**src/include/status_consts.svh**
```systemverilog
/*
  status network constants
  port count, network word size and event field widths
*/
`ifndef STATUS_CONSTS_SVH
`define STATUS_CONSTS_SVH

// ------------------------------
// network shape
// ------------------------------
`define STATUS_NUM_PORTS 4
`define STATUS_PORT_W    2
`define STATUS_WORD_W    32
// words per packet, last one is the end marker
`define STATUS_PKT_WORDS 3

// ------------------------------
// event field widths
// ------------------------------
// release fields
`define STATUS_VR_ID_W   9
`define STATUS_VR_FR_W   3
`define STATUS_CHAN_W    5
// write ack fields
`define STATUS_POS1_W    8
`define STATUS_POS2_W    3
`define STATUS_SRC_W     2

`endif

```
**src/source/status_pkg.sv**
```systemverilog
/*
  status network types
  event kind and status port state encodings
*/
package status_pkg;

  // ------------------------------
  // event kind
  // ------------------------------
  // one bit, high means release request
  typedef enum logic {
    KIND_WRITE_ACK = 1'b0,
    KIND_RELEASE   = 1'b1
  } status_kind_e;

  // ------------------------------
  // status port fsm
  // ------------------------------
  // one-hot encoding
  typedef enum logic [3:0] {
    PORT_IDLE = 4'b0001,
    PORT_REQ  = 4'b0010,
    PORT_SEND = 4'b0100,
    // waiting for net_ack to fall
    PORT_DONE = 4'b1000
  } port_state_e;

endpackage

```
**src/source/status_arbiter.sv**
```systemverilog
/*
  status network arbiter
  round-robin grant among ports, granted words registered onto the output
*/
`timescale 1ns/100ps
`include "status_consts.svh"

module status_arbiter (
  input  logic                                            clk,
  input  logic                                            rst_n,
  // per-port request and grant
  input  logic [`STATUS_NUM_PORTS-1:0]                    net_req_i,
  output logic [`STATUS_NUM_PORTS-1:0]                    net_ack_o,
  // per-port words
  input  logic [`STATUS_NUM_PORTS-1:0]                    net_valid_i,
  input  logic [`STATUS_NUM_PORTS-1:0][`STATUS_WORD_W-1:0] net_data_i,
  // shared output stream
  output logic                                            net_valid_o,
  output logic [`STATUS_WORD_W-1:0]                       net_data_o
);

  // ------------------------------
  // grant state
  // ------------------------------
  logic [`STATUS_NUM_PORTS-1:0] gnt_q;
  // last winner, also the current grantee while busy
  logic [`STATUS_PORT_W-1:0]    last_q;
  logic                         busy;

  // next-winner search
  logic                         pick_found;
  logic [`STATUS_PORT_W-1:0]    pick_idx;
  logic [`STATUS_PORT_W-1:0]    cand;

  // output registers
  logic                         net_valid_q;
  logic [`STATUS_WORD_W-1:0]    net_data_q;

  assign busy = |gnt_q;

  // start after last winner, wrap around, last winner last
  always_comb begin
    pick_found = 1'b0;
    pick_idx   = last_q;
    cand       = last_q;
    for (int i = 1; i <= `STATUS_NUM_PORTS; i++) begin
      cand = last_q + `STATUS_PORT_W'(i);
      if (!pick_found && net_req_i[cand]) begin
        pick_found = 1'b1;
        pick_idx   = cand;
      end
    end
  end

  always_ff @(posedge clk) begin
    if (!rst_n) begin
      gnt_q  <= '0;
      // port 0 gets first turn
      last_q <= '1;
    end else if (!busy) begin
      if (pick_found) begin
        gnt_q  <= `STATUS_NUM_PORTS'(1) << pick_idx;
        last_q <= pick_idx;
      end
    end else if (!net_req_i[last_q]) begin
      // request fell, release grant for one cycle
      gnt_q <= '0;
    end
  end

  // ------------------------------
  // output stream
  // ------------------------------
  // only the granted port's words pass
  always_ff @(posedge clk) begin
    if (!rst_n) begin
      net_valid_q <= 1'b0;
    end else begin
      net_valid_q <= busy & net_valid_i[last_q];
    end
  end

  always_ff @(posedge clk) begin
    net_data_q <= net_data_i[last_q];
  end

  assign net_ack_o   = gnt_q;
  assign net_valid_o = net_valid_q;
  assign net_data_o  = net_data_q;

endmodule

```
**src/source/status_dispatch.sv**
```systemverilog
/*
  status event dispatcher
  holds one incoming event and hands it to its target status port
*/
`timescale 1ns/100ps
`include "status_consts.svh"

module status_dispatch (
  input  logic                          clk,
  input  logic                          rst_n,
  // event source, four-phase
  input  logic                          evt_req_i,
  output logic                          evt_ack_o,
  input  logic [`STATUS_PORT_W-1:0]     evt_port_i,
  input  status_pkg::status_kind_e      evt_kind_i,
  input  logic [`STATUS_VR_ID_W-1:0]    evt_vr_id_i,
  input  logic [`STATUS_VR_FR_W-1:0]    evt_vr_fr_i,
  input  logic [`STATUS_CHAN_W-1:0]     evt_chan_i,
  input  logic [`STATUS_POS1_W-1:0]     evt_pos1_i,
  input  logic [`STATUS_POS2_W-1:0]     evt_pos2_i,
  input  logic [`STATUS_SRC_W-1:0]      evt_src_i,
  // load handshake, one pair per port
  output logic [`STATUS_NUM_PORTS-1:0]  load_req_o,
  input  logic [`STATUS_NUM_PORTS-1:0]  load_ack_i,
  // shared field buses
  output status_pkg::status_kind_e      ld_kind_o,
  output logic [`STATUS_VR_ID_W-1:0]    ld_vr_id_o,
  output logic [`STATUS_VR_FR_W-1:0]    ld_vr_fr_o,
  output logic [`STATUS_CHAN_W-1:0]     ld_chan_o,
  output logic [`STATUS_POS1_W-1:0]     ld_pos1_o,
  output logic [`STATUS_POS2_W-1:0]     ld_pos2_o,
  output logic [`STATUS_SRC_W-1:0]      ld_src_o
);
  import status_pkg::*;

  // ------------------------------
  // handshake control
  // ------------------------------
  logic [`STATUS_NUM_PORTS-1:0] load_req_q;
  logic                         evt_ack_q;
  logic                         accept;
  logic                         tgt_ack;

  // holding register
  logic [`STATUS_PORT_W-1:0]  port_q;
  status_kind_e               kind_q;
  logic [`STATUS_VR_ID_W-1:0] vr_id_q;
  logic [`STATUS_VR_FR_W-1:0] vr_fr_q;
  logic [`STATUS_CHAN_W-1:0]  chan_q;
  logic [`STATUS_POS1_W-1:0]  pos1_q;
  logic [`STATUS_POS2_W-1:0]  pos2_q;
  logic [`STATUS_SRC_W-1:0]   src_q;

  // free only when both handshakes are closed
  assign accept  = evt_req_i & ~evt_ack_q & ~(|load_req_q);
  // ack from the port we are loading
  assign tgt_ack = load_ack_i[port_q];

  always_ff @(posedge clk) begin
    if (!rst_n) begin
      load_req_q <= '0;
      evt_ack_q  <= 1'b0;
    end else if (accept) begin
      // one-hot request to target port
      load_req_q <= `STATUS_NUM_PORTS'(1) << evt_port_i;
    end else if (|load_req_q) begin
      // stalls here while the port is busy
      if (tgt_ack) begin
        load_req_q <= '0;
        evt_ack_q  <= 1'b1;
      end
    end else if (evt_ack_q && !evt_req_i && !tgt_ack) begin
      // source released and port ack gone
      evt_ack_q <= 1'b0;
    end
  end

  // capture event fields
  always_ff @(posedge clk) begin
    if (accept) begin
      port_q  <= evt_port_i;
      kind_q  <= evt_kind_i;
      vr_id_q <= evt_vr_id_i;
      vr_fr_q <= evt_vr_fr_i;
      chan_q  <= evt_chan_i;
      pos1_q  <= evt_pos1_i;
      pos2_q  <= evt_pos2_i;
      src_q   <= evt_src_i;
    end
  end

  // ------------------------------
  // outputs
  // ------------------------------
  assign evt_ack_o  = evt_ack_q;
  assign load_req_o = load_req_q;
  assign ld_kind_o  = kind_q;
  assign ld_vr_id_o = vr_id_q;
  assign ld_vr_fr_o = vr_fr_q;
  assign ld_chan_o  = chan_q;
  assign ld_pos1_o  = pos1_q;
  assign ld_pos2_o  = pos2_q;
  assign ld_src_o   = src_q;

endmodule

```
**src/source/status_port.sv**
```systemverilog
/*
  status port
  captures one event, builds its three-word packet and sends it on grant
*/
`timescale 1ns/100ps
`include "status_consts.svh"

module status_port #(
  parameter int PORT_ID = 0
) (
  input  logic                        clk,
  input  logic                        rst_n,
  // load handshake from dispatcher
  input  logic                        load_req_i,
  output logic                        load_ack_o,
  input  status_pkg::status_kind_e    ld_kind_i,
  input  logic [`STATUS_VR_ID_W-1:0]  ld_vr_id_i,
  input  logic [`STATUS_VR_FR_W-1:0]  ld_vr_fr_i,
  input  logic [`STATUS_CHAN_W-1:0]   ld_chan_i,
  input  logic [`STATUS_POS1_W-1:0]   ld_pos1_i,
  input  logic [`STATUS_POS2_W-1:0]   ld_pos2_i,
  input  logic [`STATUS_SRC_W-1:0]    ld_src_i,
  // status network side
  output logic                        net_req_o,
  input  logic                        net_ack_i,
  output logic                        net_valid_o,
  output logic [`STATUS_WORD_W-1:0]   net_data_o,
  output logic                        idle_o
);
  import status_pkg::*;

  // port index doubles as node id
  localparam logic [`STATUS_PORT_W-1:0] NODE_ID = `STATUS_PORT_W'(PORT_ID);
  localparam logic [1:0] LAST_WORD = 2'(`STATUS_PKT_WORDS - 1);

  port_state_e state_q;
  port_state_e state_d;
  logic [1:0]  cnt_q;
  logic        ack_hold_q;
  logic        capture;

  // event kind and release fields
  status_kind_e               kind_q;
  logic [`STATUS_VR_ID_W-1:0] vr_id_q;
  logic [`STATUS_VR_FR_W-1:0] vr_fr_q;
  logic [`STATUS_CHAN_W-1:0]  chan_q;
  // write ack fields
  logic [`STATUS_POS1_W-1:0]  pos1_q;
  logic [`STATUS_POS2_W-1:0]  pos2_q;
  logic [`STATUS_SRC_W-1:0]   src_q;

  logic [`STATUS_WORD_W-1:0]  rel_word0;
  logic [`STATUS_WORD_W-1:0]  ack_word0;
  logic [`STATUS_WORD_W-1:0]  ack_word1;
  logic [`STATUS_WORD_W-1:0]  word;

  // ------------------------------
  // load capture
  // ------------------------------
  // only an idle port takes a new event
  assign capture    = load_req_i & (state_q == PORT_IDLE);
  // ack stays up until dispatcher drops its request
  assign load_ack_o = load_req_i & ((state_q == PORT_IDLE) | ack_hold_q);

  always_ff @(posedge clk) begin
    if (capture) begin
      kind_q <= ld_kind_i;
    end
    if (capture && ld_kind_i == KIND_RELEASE) begin
      vr_id_q <= ld_vr_id_i;
      vr_fr_q <= ld_vr_fr_i;
      chan_q  <= ld_chan_i;
    end
    if (capture && ld_kind_i == KIND_WRITE_ACK) begin
      pos1_q <= ld_pos1_i;
      pos2_q <= ld_pos2_i;
      src_q  <= ld_src_i;
    end
  end

  // ------------------------------
  // state machine
  // ------------------------------
  always_comb begin
    state_d = state_q;
    case (state_q)
      PORT_IDLE: if (load_req_i) state_d = PORT_REQ;
      PORT_REQ:  if (net_ack_i) state_d = PORT_SEND;
      PORT_SEND: if (cnt_q == LAST_WORD) state_d = PORT_DONE;
      // close the network four-phase cycle
      PORT_DONE: if (!net_ack_i) state_d = PORT_IDLE;
      default:   state_d = PORT_IDLE;
    endcase
  end

  always_ff @(posedge clk) begin
    if (!rst_n) begin
      state_q    <= PORT_IDLE;
      cnt_q      <= '0;
      ack_hold_q <= 1'b0;
    end else begin
      state_q <= state_d;
      // word counter runs only while sending
      if (state_q == PORT_SEND) begin
        cnt_q <= cnt_q + 2'd1;
      end else begin
        cnt_q <= '0;
      end
      if (capture) begin
        ack_hold_q <= 1'b1;
      end else if (!load_req_i) begin
        ack_hold_q <= 1'b0;
      end
    end
  end

  // ------------------------------
  // packet words
  // ------------------------------
  // release: flag, node id, vr id, vr fr, channel
  assign rel_word0 = {1'b1, 12'b0, NODE_ID, vr_id_q, vr_fr_q, chan_q};
  // write ack: src type, pos 2nd, node id, pos 1st
  assign ack_word0 = {10'b0, src_q, 1'b0, pos2_q, 6'b0, NODE_ID, pos1_q};
  // low nibble of pos 1st
  assign ack_word1 = {28'b0, pos1_q[3:0]};

  always_comb begin
    case (cnt_q)
      2'd0:    word = (kind_q == KIND_RELEASE) ? rel_word0 : ack_word0;
      2'd1:    word = (kind_q == KIND_RELEASE) ? '0 : ack_word1;
      // end of packet marker
      default: word = `STATUS_WORD_W'(1);
    endcase
  end

  // ------------------------------
  // outputs
  // ------------------------------
  assign net_req_o   = (state_q == PORT_REQ) | (state_q == PORT_SEND);
  assign net_valid_o = (state_q == PORT_SEND);
  // bus quiet outside a packet
  assign net_data_o  = net_valid_o ? word : '0;
  assign idle_o      = (state_q == PORT_IDLE);

endmodule

```
**src/source/status_subsys.sv**
```systemverilog
/*
  status reporting subsystem
  dispatcher, four status ports and the network arbiter
*/
`timescale 1ns/100ps
`include "status_consts.svh"

module status_subsys (
  input  logic                          clk,
  input  logic                          rst_n,
  // event source
  input  logic                          evt_req_i,
  output logic                          evt_ack_o,
  input  logic [`STATUS_PORT_W-1:0]     evt_port_i,
  input  status_pkg::status_kind_e      evt_kind_i,
  input  logic [`STATUS_VR_ID_W-1:0]    evt_vr_id_i,
  input  logic [`STATUS_VR_FR_W-1:0]    evt_vr_fr_i,
  input  logic [`STATUS_CHAN_W-1:0]     evt_chan_i,
  input  logic [`STATUS_POS1_W-1:0]     evt_pos1_i,
  input  logic [`STATUS_POS2_W-1:0]     evt_pos2_i,
  input  logic [`STATUS_SRC_W-1:0]      evt_src_i,
  // status network output
  output logic                          net_valid_o,
  output logic [`STATUS_WORD_W-1:0]     net_data_o,
  output logic [`STATUS_NUM_PORTS-1:0]  idle_o
);
  import status_pkg::*;

  // ------------------------------
  // dispatcher to ports
  // ------------------------------
  logic [`STATUS_NUM_PORTS-1:0] load_req;
  logic [`STATUS_NUM_PORTS-1:0] load_ack;
  status_kind_e                 ld_kind;
  logic [`STATUS_VR_ID_W-1:0]   ld_vr_id;
  logic [`STATUS_VR_FR_W-1:0]   ld_vr_fr;
  logic [`STATUS_CHAN_W-1:0]    ld_chan;
  logic [`STATUS_POS1_W-1:0]    ld_pos1;
  logic [`STATUS_POS2_W-1:0]    ld_pos2;
  logic [`STATUS_SRC_W-1:0]     ld_src;

  // ports to arbiter
  logic [`STATUS_NUM_PORTS-1:0]                     net_req;
  logic [`STATUS_NUM_PORTS-1:0]                     net_ack;
  logic [`STATUS_NUM_PORTS-1:0]                     net_valid;
  logic [`STATUS_NUM_PORTS-1:0][`STATUS_WORD_W-1:0] net_data;

  status_dispatch dispatch_i (
    .clk         (clk),
    .rst_n       (rst_n),
    .evt_req_i   (evt_req_i),
    .evt_ack_o   (evt_ack_o),
    .evt_port_i  (evt_port_i),
    .evt_kind_i  (evt_kind_i),
    .evt_vr_id_i (evt_vr_id_i),
    .evt_vr_fr_i (evt_vr_fr_i),
    .evt_chan_i  (evt_chan_i),
    .evt_pos1_i  (evt_pos1_i),
    .evt_pos2_i  (evt_pos2_i),
    .evt_src_i   (evt_src_i),
    .load_req_o  (load_req),
    .load_ack_i  (load_ack),
    .ld_kind_o   (ld_kind),
    .ld_vr_id_o  (ld_vr_id),
    .ld_vr_fr_o  (ld_vr_fr),
    .ld_chan_o   (ld_chan),
    .ld_pos1_o   (ld_pos1),
    .ld_pos2_o   (ld_pos2),
    .ld_src_o    (ld_src)
  );

  // ------------------------------
  // status ports
  // ------------------------------
  // loop index is the node id
  for (genvar k = 0; k < `STATUS_NUM_PORTS; k++) begin : g_port
    status_port #(
      .PORT_ID (k)
    ) port_i (
      .clk         (clk),
      .rst_n       (rst_n),
      .load_req_i  (load_req[k]),
      .load_ack_o  (load_ack[k]),
      .ld_kind_i   (ld_kind),
      .ld_vr_id_i  (ld_vr_id),
      .ld_vr_fr_i  (ld_vr_fr),
      .ld_chan_i   (ld_chan),
      .ld_pos1_i   (ld_pos1),
      .ld_pos2_i   (ld_pos2),
      .ld_src_i    (ld_src),
      .net_req_o   (net_req[k]),
      .net_ack_i   (net_ack[k]),
      .net_valid_o (net_valid[k]),
      .net_data_o  (net_data[k]),
      .idle_o      (idle_o[k])
    );
  end

  status_arbiter arbiter_i (
    .clk         (clk),
    .rst_n       (rst_n),
    .net_req_i   (net_req),
    .net_ack_o   (net_ack),
    .net_valid_i (net_valid),
    .net_data_i  (net_data),
    .net_valid_o (net_valid_o),
    .net_data_o  (net_data_o)
  );

endmodule
```
**config.mk**
```make
export PLATFORM = sky130hd
export DESIGN_NAME = status_subsys
export DESIGN_NICKNAME = d
export VERILOG_FILES = /design/src/source/status_pkg.sv /design/src/source/status_arbiter.sv /design/src/source/status_dispatch.sv /design/src/source/status_port.sv /design/src/source/status_subsys.sv
export VERILOG_INCLUDE_DIRS = /design/src /design/src/include
export SDC_FILE = /design/constraint.sdc
export NUM_CORES = 1
export LEC_CHECK = 0
export CELL_PAD_IN_SITES_DETAIL_PLACEMENT = 0
export CELL_PAD_IN_SITES_GLOBAL_PLACEMENT = 1
export CORE_ASPECT_RATIO = 2
export CORE_UTILIZATION = 50
export CTS_BUF_LIST = sky130_fd_sc_hd__clkbuf_8 sky130_fd_sc_hd__clkbuf_16
export DETAILED_ROUTE_END_ITERATION = 7
export DONT_BUFFER_PORTS = 1
export GPL_TIMING_DRIVEN = 0
export PLACE_DENSITY_LB_ADDON = 0.05
export SLEW_MARGIN = 10
export SYNTH_ARGS = -nofsm -noshare
export SYNTH_HDL_FRONTEND = slang
export SYNTH_SLANG_ARGS = --single-unit
```
**constraint.sdc**
```tcl
create_clock -name clk -period 4.3 [get_ports clk]
set_input_delay 0.43 -clock clk [delete_from_list [all_inputs] [get_ports clk]]
set_output_delay 0.43 -clock clk [all_outputs]
set_load 0.02 [all_outputs]
```
Word level (Yosys, flattened, before mapping). Index checks and enable logic that the tools add are counted.

ROM bits: 0. Bits in latches: 0. RAM bits: 0. Output and inout bits: 38. Memories: 0. Word-level logic and storage cells: 253. Register bits: 229. Input port bits: 36.

Div/mod/pow operators: 0. Add/subtract/negate cells: 7. Equality and inequality tests: 46. $lt $le $gt $ge: 5. Bitwise operators: 24. Multiplexer cells: 75. Shift operators: 2. Multipliers: 0. Reduce and logical (&&, ||, !) cells: 40.

Operators by type and width (number): 32-bit two-way mux (9); 32-bit case mux with 2 select lines (4); 4-bit two-way mux (26); 32-bit binary-select mux with 2-bit select (1); 4-bit case mux with 4 select lines (4); 2-bit inequality test, second input constant (13); 1-bit two-way mux (21); 2-bit by 1-bit inequality test with 1-bit output, second input constant (9); 4-bit by 1-bit equality test with 1-bit output, second input constant (4); 4-bit by 2-bit equality test with 1-bit output, second input constant (4); 4-bit by 3-bit equality test with 1-bit output, second input constant (4); 4-bit equality test, second input constant (4); 4-bit AND reduction (4); 2-bit by 3-bit less-than comparator with 1-bit output, second input constant (5); 2-bit AND reduction (7); 1-bit logical AND (13); 1-bit binary-select mux with 2-bit select (6); 1-bit AND (11); 2-bit by 1-bit adder with 2-bit output, second input constant (5); 2-bit by 1-bit equality test with 1-bit output, second input constant (4); 2-bit equality test, second input constant (4); 2-bit logical NOT (4); 2-bit two-way mux (4); 1-bit bitwise OR (8); 7 further kinds (21).

Longest topological paths before layout.
Depth in word-level cells: 17. Mapped depth: 8. Mapped depth without buffers: 8.

Modules after synthesis. Synthesis repeated with hierarchy kept, for this count alone.

Cell total of the unflattened synthesis: 709. Area total of the unflattened synthesis: 10029.6 um^2.

By module, submodules not included: status_port at g_port[1].port_i ... (times used 2, area an instance 1732.9 um^2, cells each 135, sequential area each 1071.0 um^2); status_arbiter (times used 1, area an instance 1844.3 um^2, cells each 114, sequential area each 780.7 um^2); status_port at g_port[3].port_i (times used 1, area an instance 1750.4 um^2, cells each 137, sequential area each 1071.0 um^2); status_port at g_port[0].port_i (times used 1, area an instance 1715.4 um^2, cells each 130, sequential area each 1071.0 um^2); status_dispatch (times used 1, area an instance 1253.7 um^2, cells each 58, sequential area each 1091.0 um^2).

Worst setup path after synthesis. Ideal clock, no wire load.

Path kind: register -> register. Start: register dispatch_i.load_req_q[2] (netlist: dispatch_i.load_req_o[2]). End: register dispatch_i.load_req_q[0] (netlist: dispatch_i.load_req_o[0]). Setup slack: 0.321 ns. Path buffers: 0. Library setup time: 0.069 ns. Cell stages (with the launch flop): 6. Period minus slack after synthesis: 3.979 ns. Data required time: 4.231 ns. Arrival time: 3.910 ns. Cells stage by stage: dfxtp_1 -> or4_1 -> nor3b_1 -> and2_1 -> nand2b_1 -> o21ai_1.

Longest elaborated chain between the ends: 5. Elaborated cells on any way between the ends: 10. Classes of those cells: mux: 3; bitwise: 3; reduce/logical: 4.

RTL lines: start, declared (RTL line status_dispatch.sv:39) `` logic [`STATUS_NUM_PORTS-1:0] load_req_q; ``; start signal, assigned (RTL line status_dispatch.sv:65) `` load_req_q <= `STATUS_NUM_PORTS'(1) << evt_port_i; ``; 4-bit OR reduction * (RTL line status_dispatch.sv:55) `assign accept = evt_req_i & ~evt_ack_q & ~(|load_req_q);`; 1-bit inverter * (RTL line status_dispatch.sv:55); 1-bit AND * (RTL line status_dispatch.sv:55); via dispatch_i.accept (RTL line status_dispatch.sv:41) `logic accept;`; 2-bit nonzero test (no source line); 2-bit AND reduction (no source line).

The timed path passes the listed nets; every way through them passes the cells marked *. The select of a mux whose other input is x is not followed. A chain may end at the register's enable or synchronous reset.

Worst setup path after layout.
Start: register g_port[3].port_i.state_q[2]. End: register arbiter_i.net_data_q[3] (netlist: arbiter_i.net_data_o[3]).

Longest elaborated chain between the ends: 4.

RTL lines: start, declared (RTL line status_port.sv:36) `port_state_e state_q;`; start signal, assigned (RTL line status_port.sv:102) `state_q <= state_d;`; 4-bit by 3-bit equality test with 1-bit output (RTL line status_port.sv:140) `assign net_valid_o = (state_q == PORT_SEND);`; 32-bit two-way mux (RTL line status_port.sv:142) `assign net_data_o = net_valid_o ? word : '0;`; 32-bit binary-select mux with 2-bit select (RTL line status_arbiter.sv:84) `net_data_q <= net_data_i[last_q];`; 32-bit two-way mux (implied by the code) (RTL line status_arbiter.sv:84); end signal, assigned (RTL line status_arbiter.sv:84); end, declared (RTL line status_arbiter.sv:37) `` logic [`STATUS_WORD_W-1:0] net_data_q; ``.

Every way passes these cells. The select of a mux whose other input is x is not followed.

==> reports/metrics.yaml <==
die:
  dieArea_um2: 17500
  rows: 67
  die_w_um: 94.1
  ios: 74
  core_area_um2: 16700
  chipHeight_um: 186
  start_util_pct: 50.8
job:
  maxCapViolCount: 0
worst_setup_path:
  endpoint_kind: "flip-flop"
  cp.depth: 7
  critPathCapture: "arbiter_i.net_data_o[3]"
  reg2reg_depth: 7
  path_delay_family: "simple AND/OR/NAND/NOR gates"
  cp-startpoint: "g_port[3].port_i.state_q[2]"
  crit_fanout: 10
  start_kind: "flip-flop"
  required_ns: 4.70
  arrival_ns: 2.84
  cp_cell_sequence: "buf_4, nor2b_1, and3_2, nand2_2, nor2_1, a22oi_1, a31oi_1"
  critPathBufInv: 1
  reg2reg_to: "arbiter_i.net_data_o[3]"
  r2r_start: "g_port[3].port_i.state_q[2]"
  path_class: "reg2reg"
  reg2reg_setup_slack_ns: 1.86
  slowest_delay_ns: 0.72
  critPathSlowestCell: "nor2_1"
timing:
  fmax_ghz: 0.410
  finalCriticalPeriod_ns: 2.44
  final_max_slew_viol_count: 0
  tightest_slew_ns: 1.09
  setup_viol: 0
  hold_viol: 0
  final.setup_skew_ns: 0.0103
  timing.final.crit_share_pct: 56.7
  rsz0062_at_grt: "false"
  final.setup.tns_ns: 0
  whs_ns: 0.0251
  finalWorstSetupSlack_ns: 1.86
  slew_headroom_pct: 27.0
synth:
  syn-cell-area_um2: 8480
  ys_types: 59
  synthArstFlopShare_pct: 0
  synthTopCellsByArea: "edfxtp_1, dfxtp_1, mux2i_1, a221oi_1, ha_1"
  yosysTopAreaCell: "edfxtp_1"
  yosysSeqAreaShare_pct: 70.2
  netlist.area_leader.share_pct: 55.6
  ys_ff_latch: 219
  postSynthCellCount: 595
  yosysWarnings: 0
  synth-edff-count: 157
  synth_ff_type: "edfxtp_1"
  syn_avg_cell_area_um2: 14.3
global_routing:
  grt_pass1_wl_um: 29800
  grt.overflow.total: 0
  grt_pass1_vias: 5162
  grt_antenna_before_repair: 1
  grt_usage_pct: 23.4
  grt_max_degree: 18
clocking:
  ctsHoldBuffers: 0
  cts_made_buffers: 20
  cts_buffer_depth: 3
  cts_setup_buffers: 0
  htreeDepth: 1
  cts_tree: "yes"
  cts_sinks: 219
  cts.repair.resized: 0
  path_clk_slew_ns: 0.07
  insertion_delay_ns: 0.50
  cts_root_buf: "clkbuf_16"
cells_and_area:
  drive_gt1_share_pct: 13.8
  most-common-layout-cells: "edfxtp_1, dfxtp_1, nor2_1, a21oi_1, inv_1"
  areaGrowthSynthToFinish_pct: 13.4
  antenna_cells: 0
  fill_cells: 1344
  final_common_cell: "edfxtp_1"
  num-nets-final: 681
  regArea_um2: 5960
  multi_input_area_um2: 2260
  finish.instance_area_um2: 9620
run_status:
  status: "complete, no violations"
hold_path:
  hold_path.class: "in2reg"
pwr:
  powerDensity_nw_per_um2: 514
  leakagePower_uw: 0.00342
  peakVddDrop_v: 0.000337
route:
  postRouteAntennaNets: 0
  viasPerCell: 5.88
  wl_per_cell_um: 23.1
  routed_wl_um: 19700
  drc_errors: 0
  drt_first_pass_iters: 7
  drt_iter0_drc: 299
  vias: 5024
place:
  gp_congestion: 0.847
  port_buffers: 0
  post-place-ws_ns: 1.81
  dpl.hpwl_um: 13500
  dpl-instance-area_um2: 8860
[registers in the layout (all words and copies together), names as in the netlist, 3 cells and up]
signal                    count
dispatch_i.ld_pos2_o          3
g_port.port_i.ack_hold_q      4
dispatch_i.ld_pos1_o          8
g_port.port_i.src_q           8
g_port.port_i.cnt_q           8
g_port.port_i.state_q        16
g_port.port_i.chan_q         20
g_port.port_i.kind_q          4
dispatch_i.ld_vr_id_o         9
g_port.port_i.vr_fr_q        12
g_port.port_i.pos2_q         12
arbiter_i.net_ack_o           4
arbiter_i.net_data_o         22
g_port.port_i.pos1_q         32
dispatch_i.ld_vr_fr_o         3
g_port.port_i.vr_id_q        36
dispatch_i.load_req_o         4
dispatch_i.ld_chan_o          5
[cell families (layout without fill, tap and decap cells)]
logic type,count (synthesis),in the layout,synth area share (%)
mux,22,22,2.89
other cells,1,10,0.0442
compound gates,127,127,10.1
xor+xnor,4,4,0.413
buf+inv,61,104,3.69
fa+ha+maj,12,12,1.77
flops,219,219,70.2
simple gates,149,149,10.9
[area by class of cell]
type | count | area share, %
well taps | 207 | 2.69
flip-flops and latches | 219 | 61.9
clock buffers | 21 | 5.46
repair buffers | 7 | 0.781
plain buffers | 39 | 2.39
multi-input cells | 324 | 23.5
inverters | 22 | 0.859
clock inverters | 15 | 2.38
[cell usage after synthesis, types with 2 or more instances]
| library cell | count |
|---|---|
| edfxtp_1 | 157 |
| dfxtp_1 | 62 |
| nor2_1 | 37 |
| a21oi_1 | 27 |
| inv_1 | 22 |
| nand2_1 | 21 |
| mux2i_1 | 20 |
| a221oi_1 | 19 |
| buf_4 | 18 |
| o21ai_0 | 16 |
| a22oi_1 | 15 |
| clkbuf_1 | 13 |
| and3_1 | 12 |
| ha_1 | 12 |
| o21ai_1 | 11 |
| nand3_1 | 9 |
| nor2b_1 | 9 |
| nor3b_1 | 9 |
| a31oi_1 | 8 |
| nand2b_1 | 8 |
| and2_1 | 7 |
| buf_2 | 7 |
| nor4_1 | 7 |
| o21bai_1 | 7 |
| nor3_1 | 5 |
| o22a_1 | 5 |
| a211oi_1 | 4 |
| nor4b_4 | 4 |
| a221o_1 | 3 |
| nand3b_1 | 3 |
| nand4b_1 | 3 |
| a222oi_1 | 2 |
| mux4_2 | 2 |
| nand2_2 | 2 |
| nor4b_2 | 2 |
| o22ai_1 | 2 |
| xnor2_1 | 2 |
| xor2_1 | 2 |
[worst register-to-register path, cell delays in order (launching register included)]
cell and delay (ns):
dfxtp_1 0.31, buf_4 0.16, nor2b_1 0.20, and3_2 0.28
nand2_2 0.18, nor2_1 0.73, a22oi_1 0.24, a31oi_1 0.25
[worst min path at each step]
stage	start	end	slack (ns)	depth (start not counted)
after floorplan	g_port[3].port_i.cnt_q[0]	g_port[3].port_i.cnt_q[0]	0.42	1
after global placement	g_port[3].port_i.cnt_q[0]	g_port[3].port_i.cnt_q[0]	0.43	1
after detailed placement	g_port[3].port_i.cnt_q[0]	g_port[3].port_i.cnt_q[0]	0.44	1
after CTS	evt_pos2_i[1]	dispatch_i.ld_pos2_o[1]	0.01	0
after global routing	evt_src_i[1]	dispatch_i.ld_src_o[1]	0.007	0
final	evt_src_i[1]	dispatch_i.ld_src_o[1]	0.03	0
[report_power, final]
part	switching (uW)	internal (uW)	total (uW)	leakage (uW)
combinational	265	161	426	0.00111
sequential	80.2	2400	2480	0.00194
clock	780	1250	2030	0.000374
total	1130	3820	4940	0.00342
[per-stage QoR]
step / power (uW) / cells / util (%)
2_1_floorplan: 2820 / 604 / -
3_3_place_gp: 2940 / 811 / 52.6
3_5_place_dp: 2960 / 818 / 53.1
4_1_cts: 4960 / 854 / 57.6
5_1_grt: 5090 / 854 / 57.6
6_report: 4940 / 854 / 57.6
[per-layer routing]
metal	GRT usage [%]	vias to the layer above	wire (um)
met4	8.62	0	552
met2	45.2	167	11300
li1	-	2300	-
met5	0	-	0
met3	3.05	34	963
met1	25.3	2523	6970
Note: power is estimated with default switching activity, not from simulation.
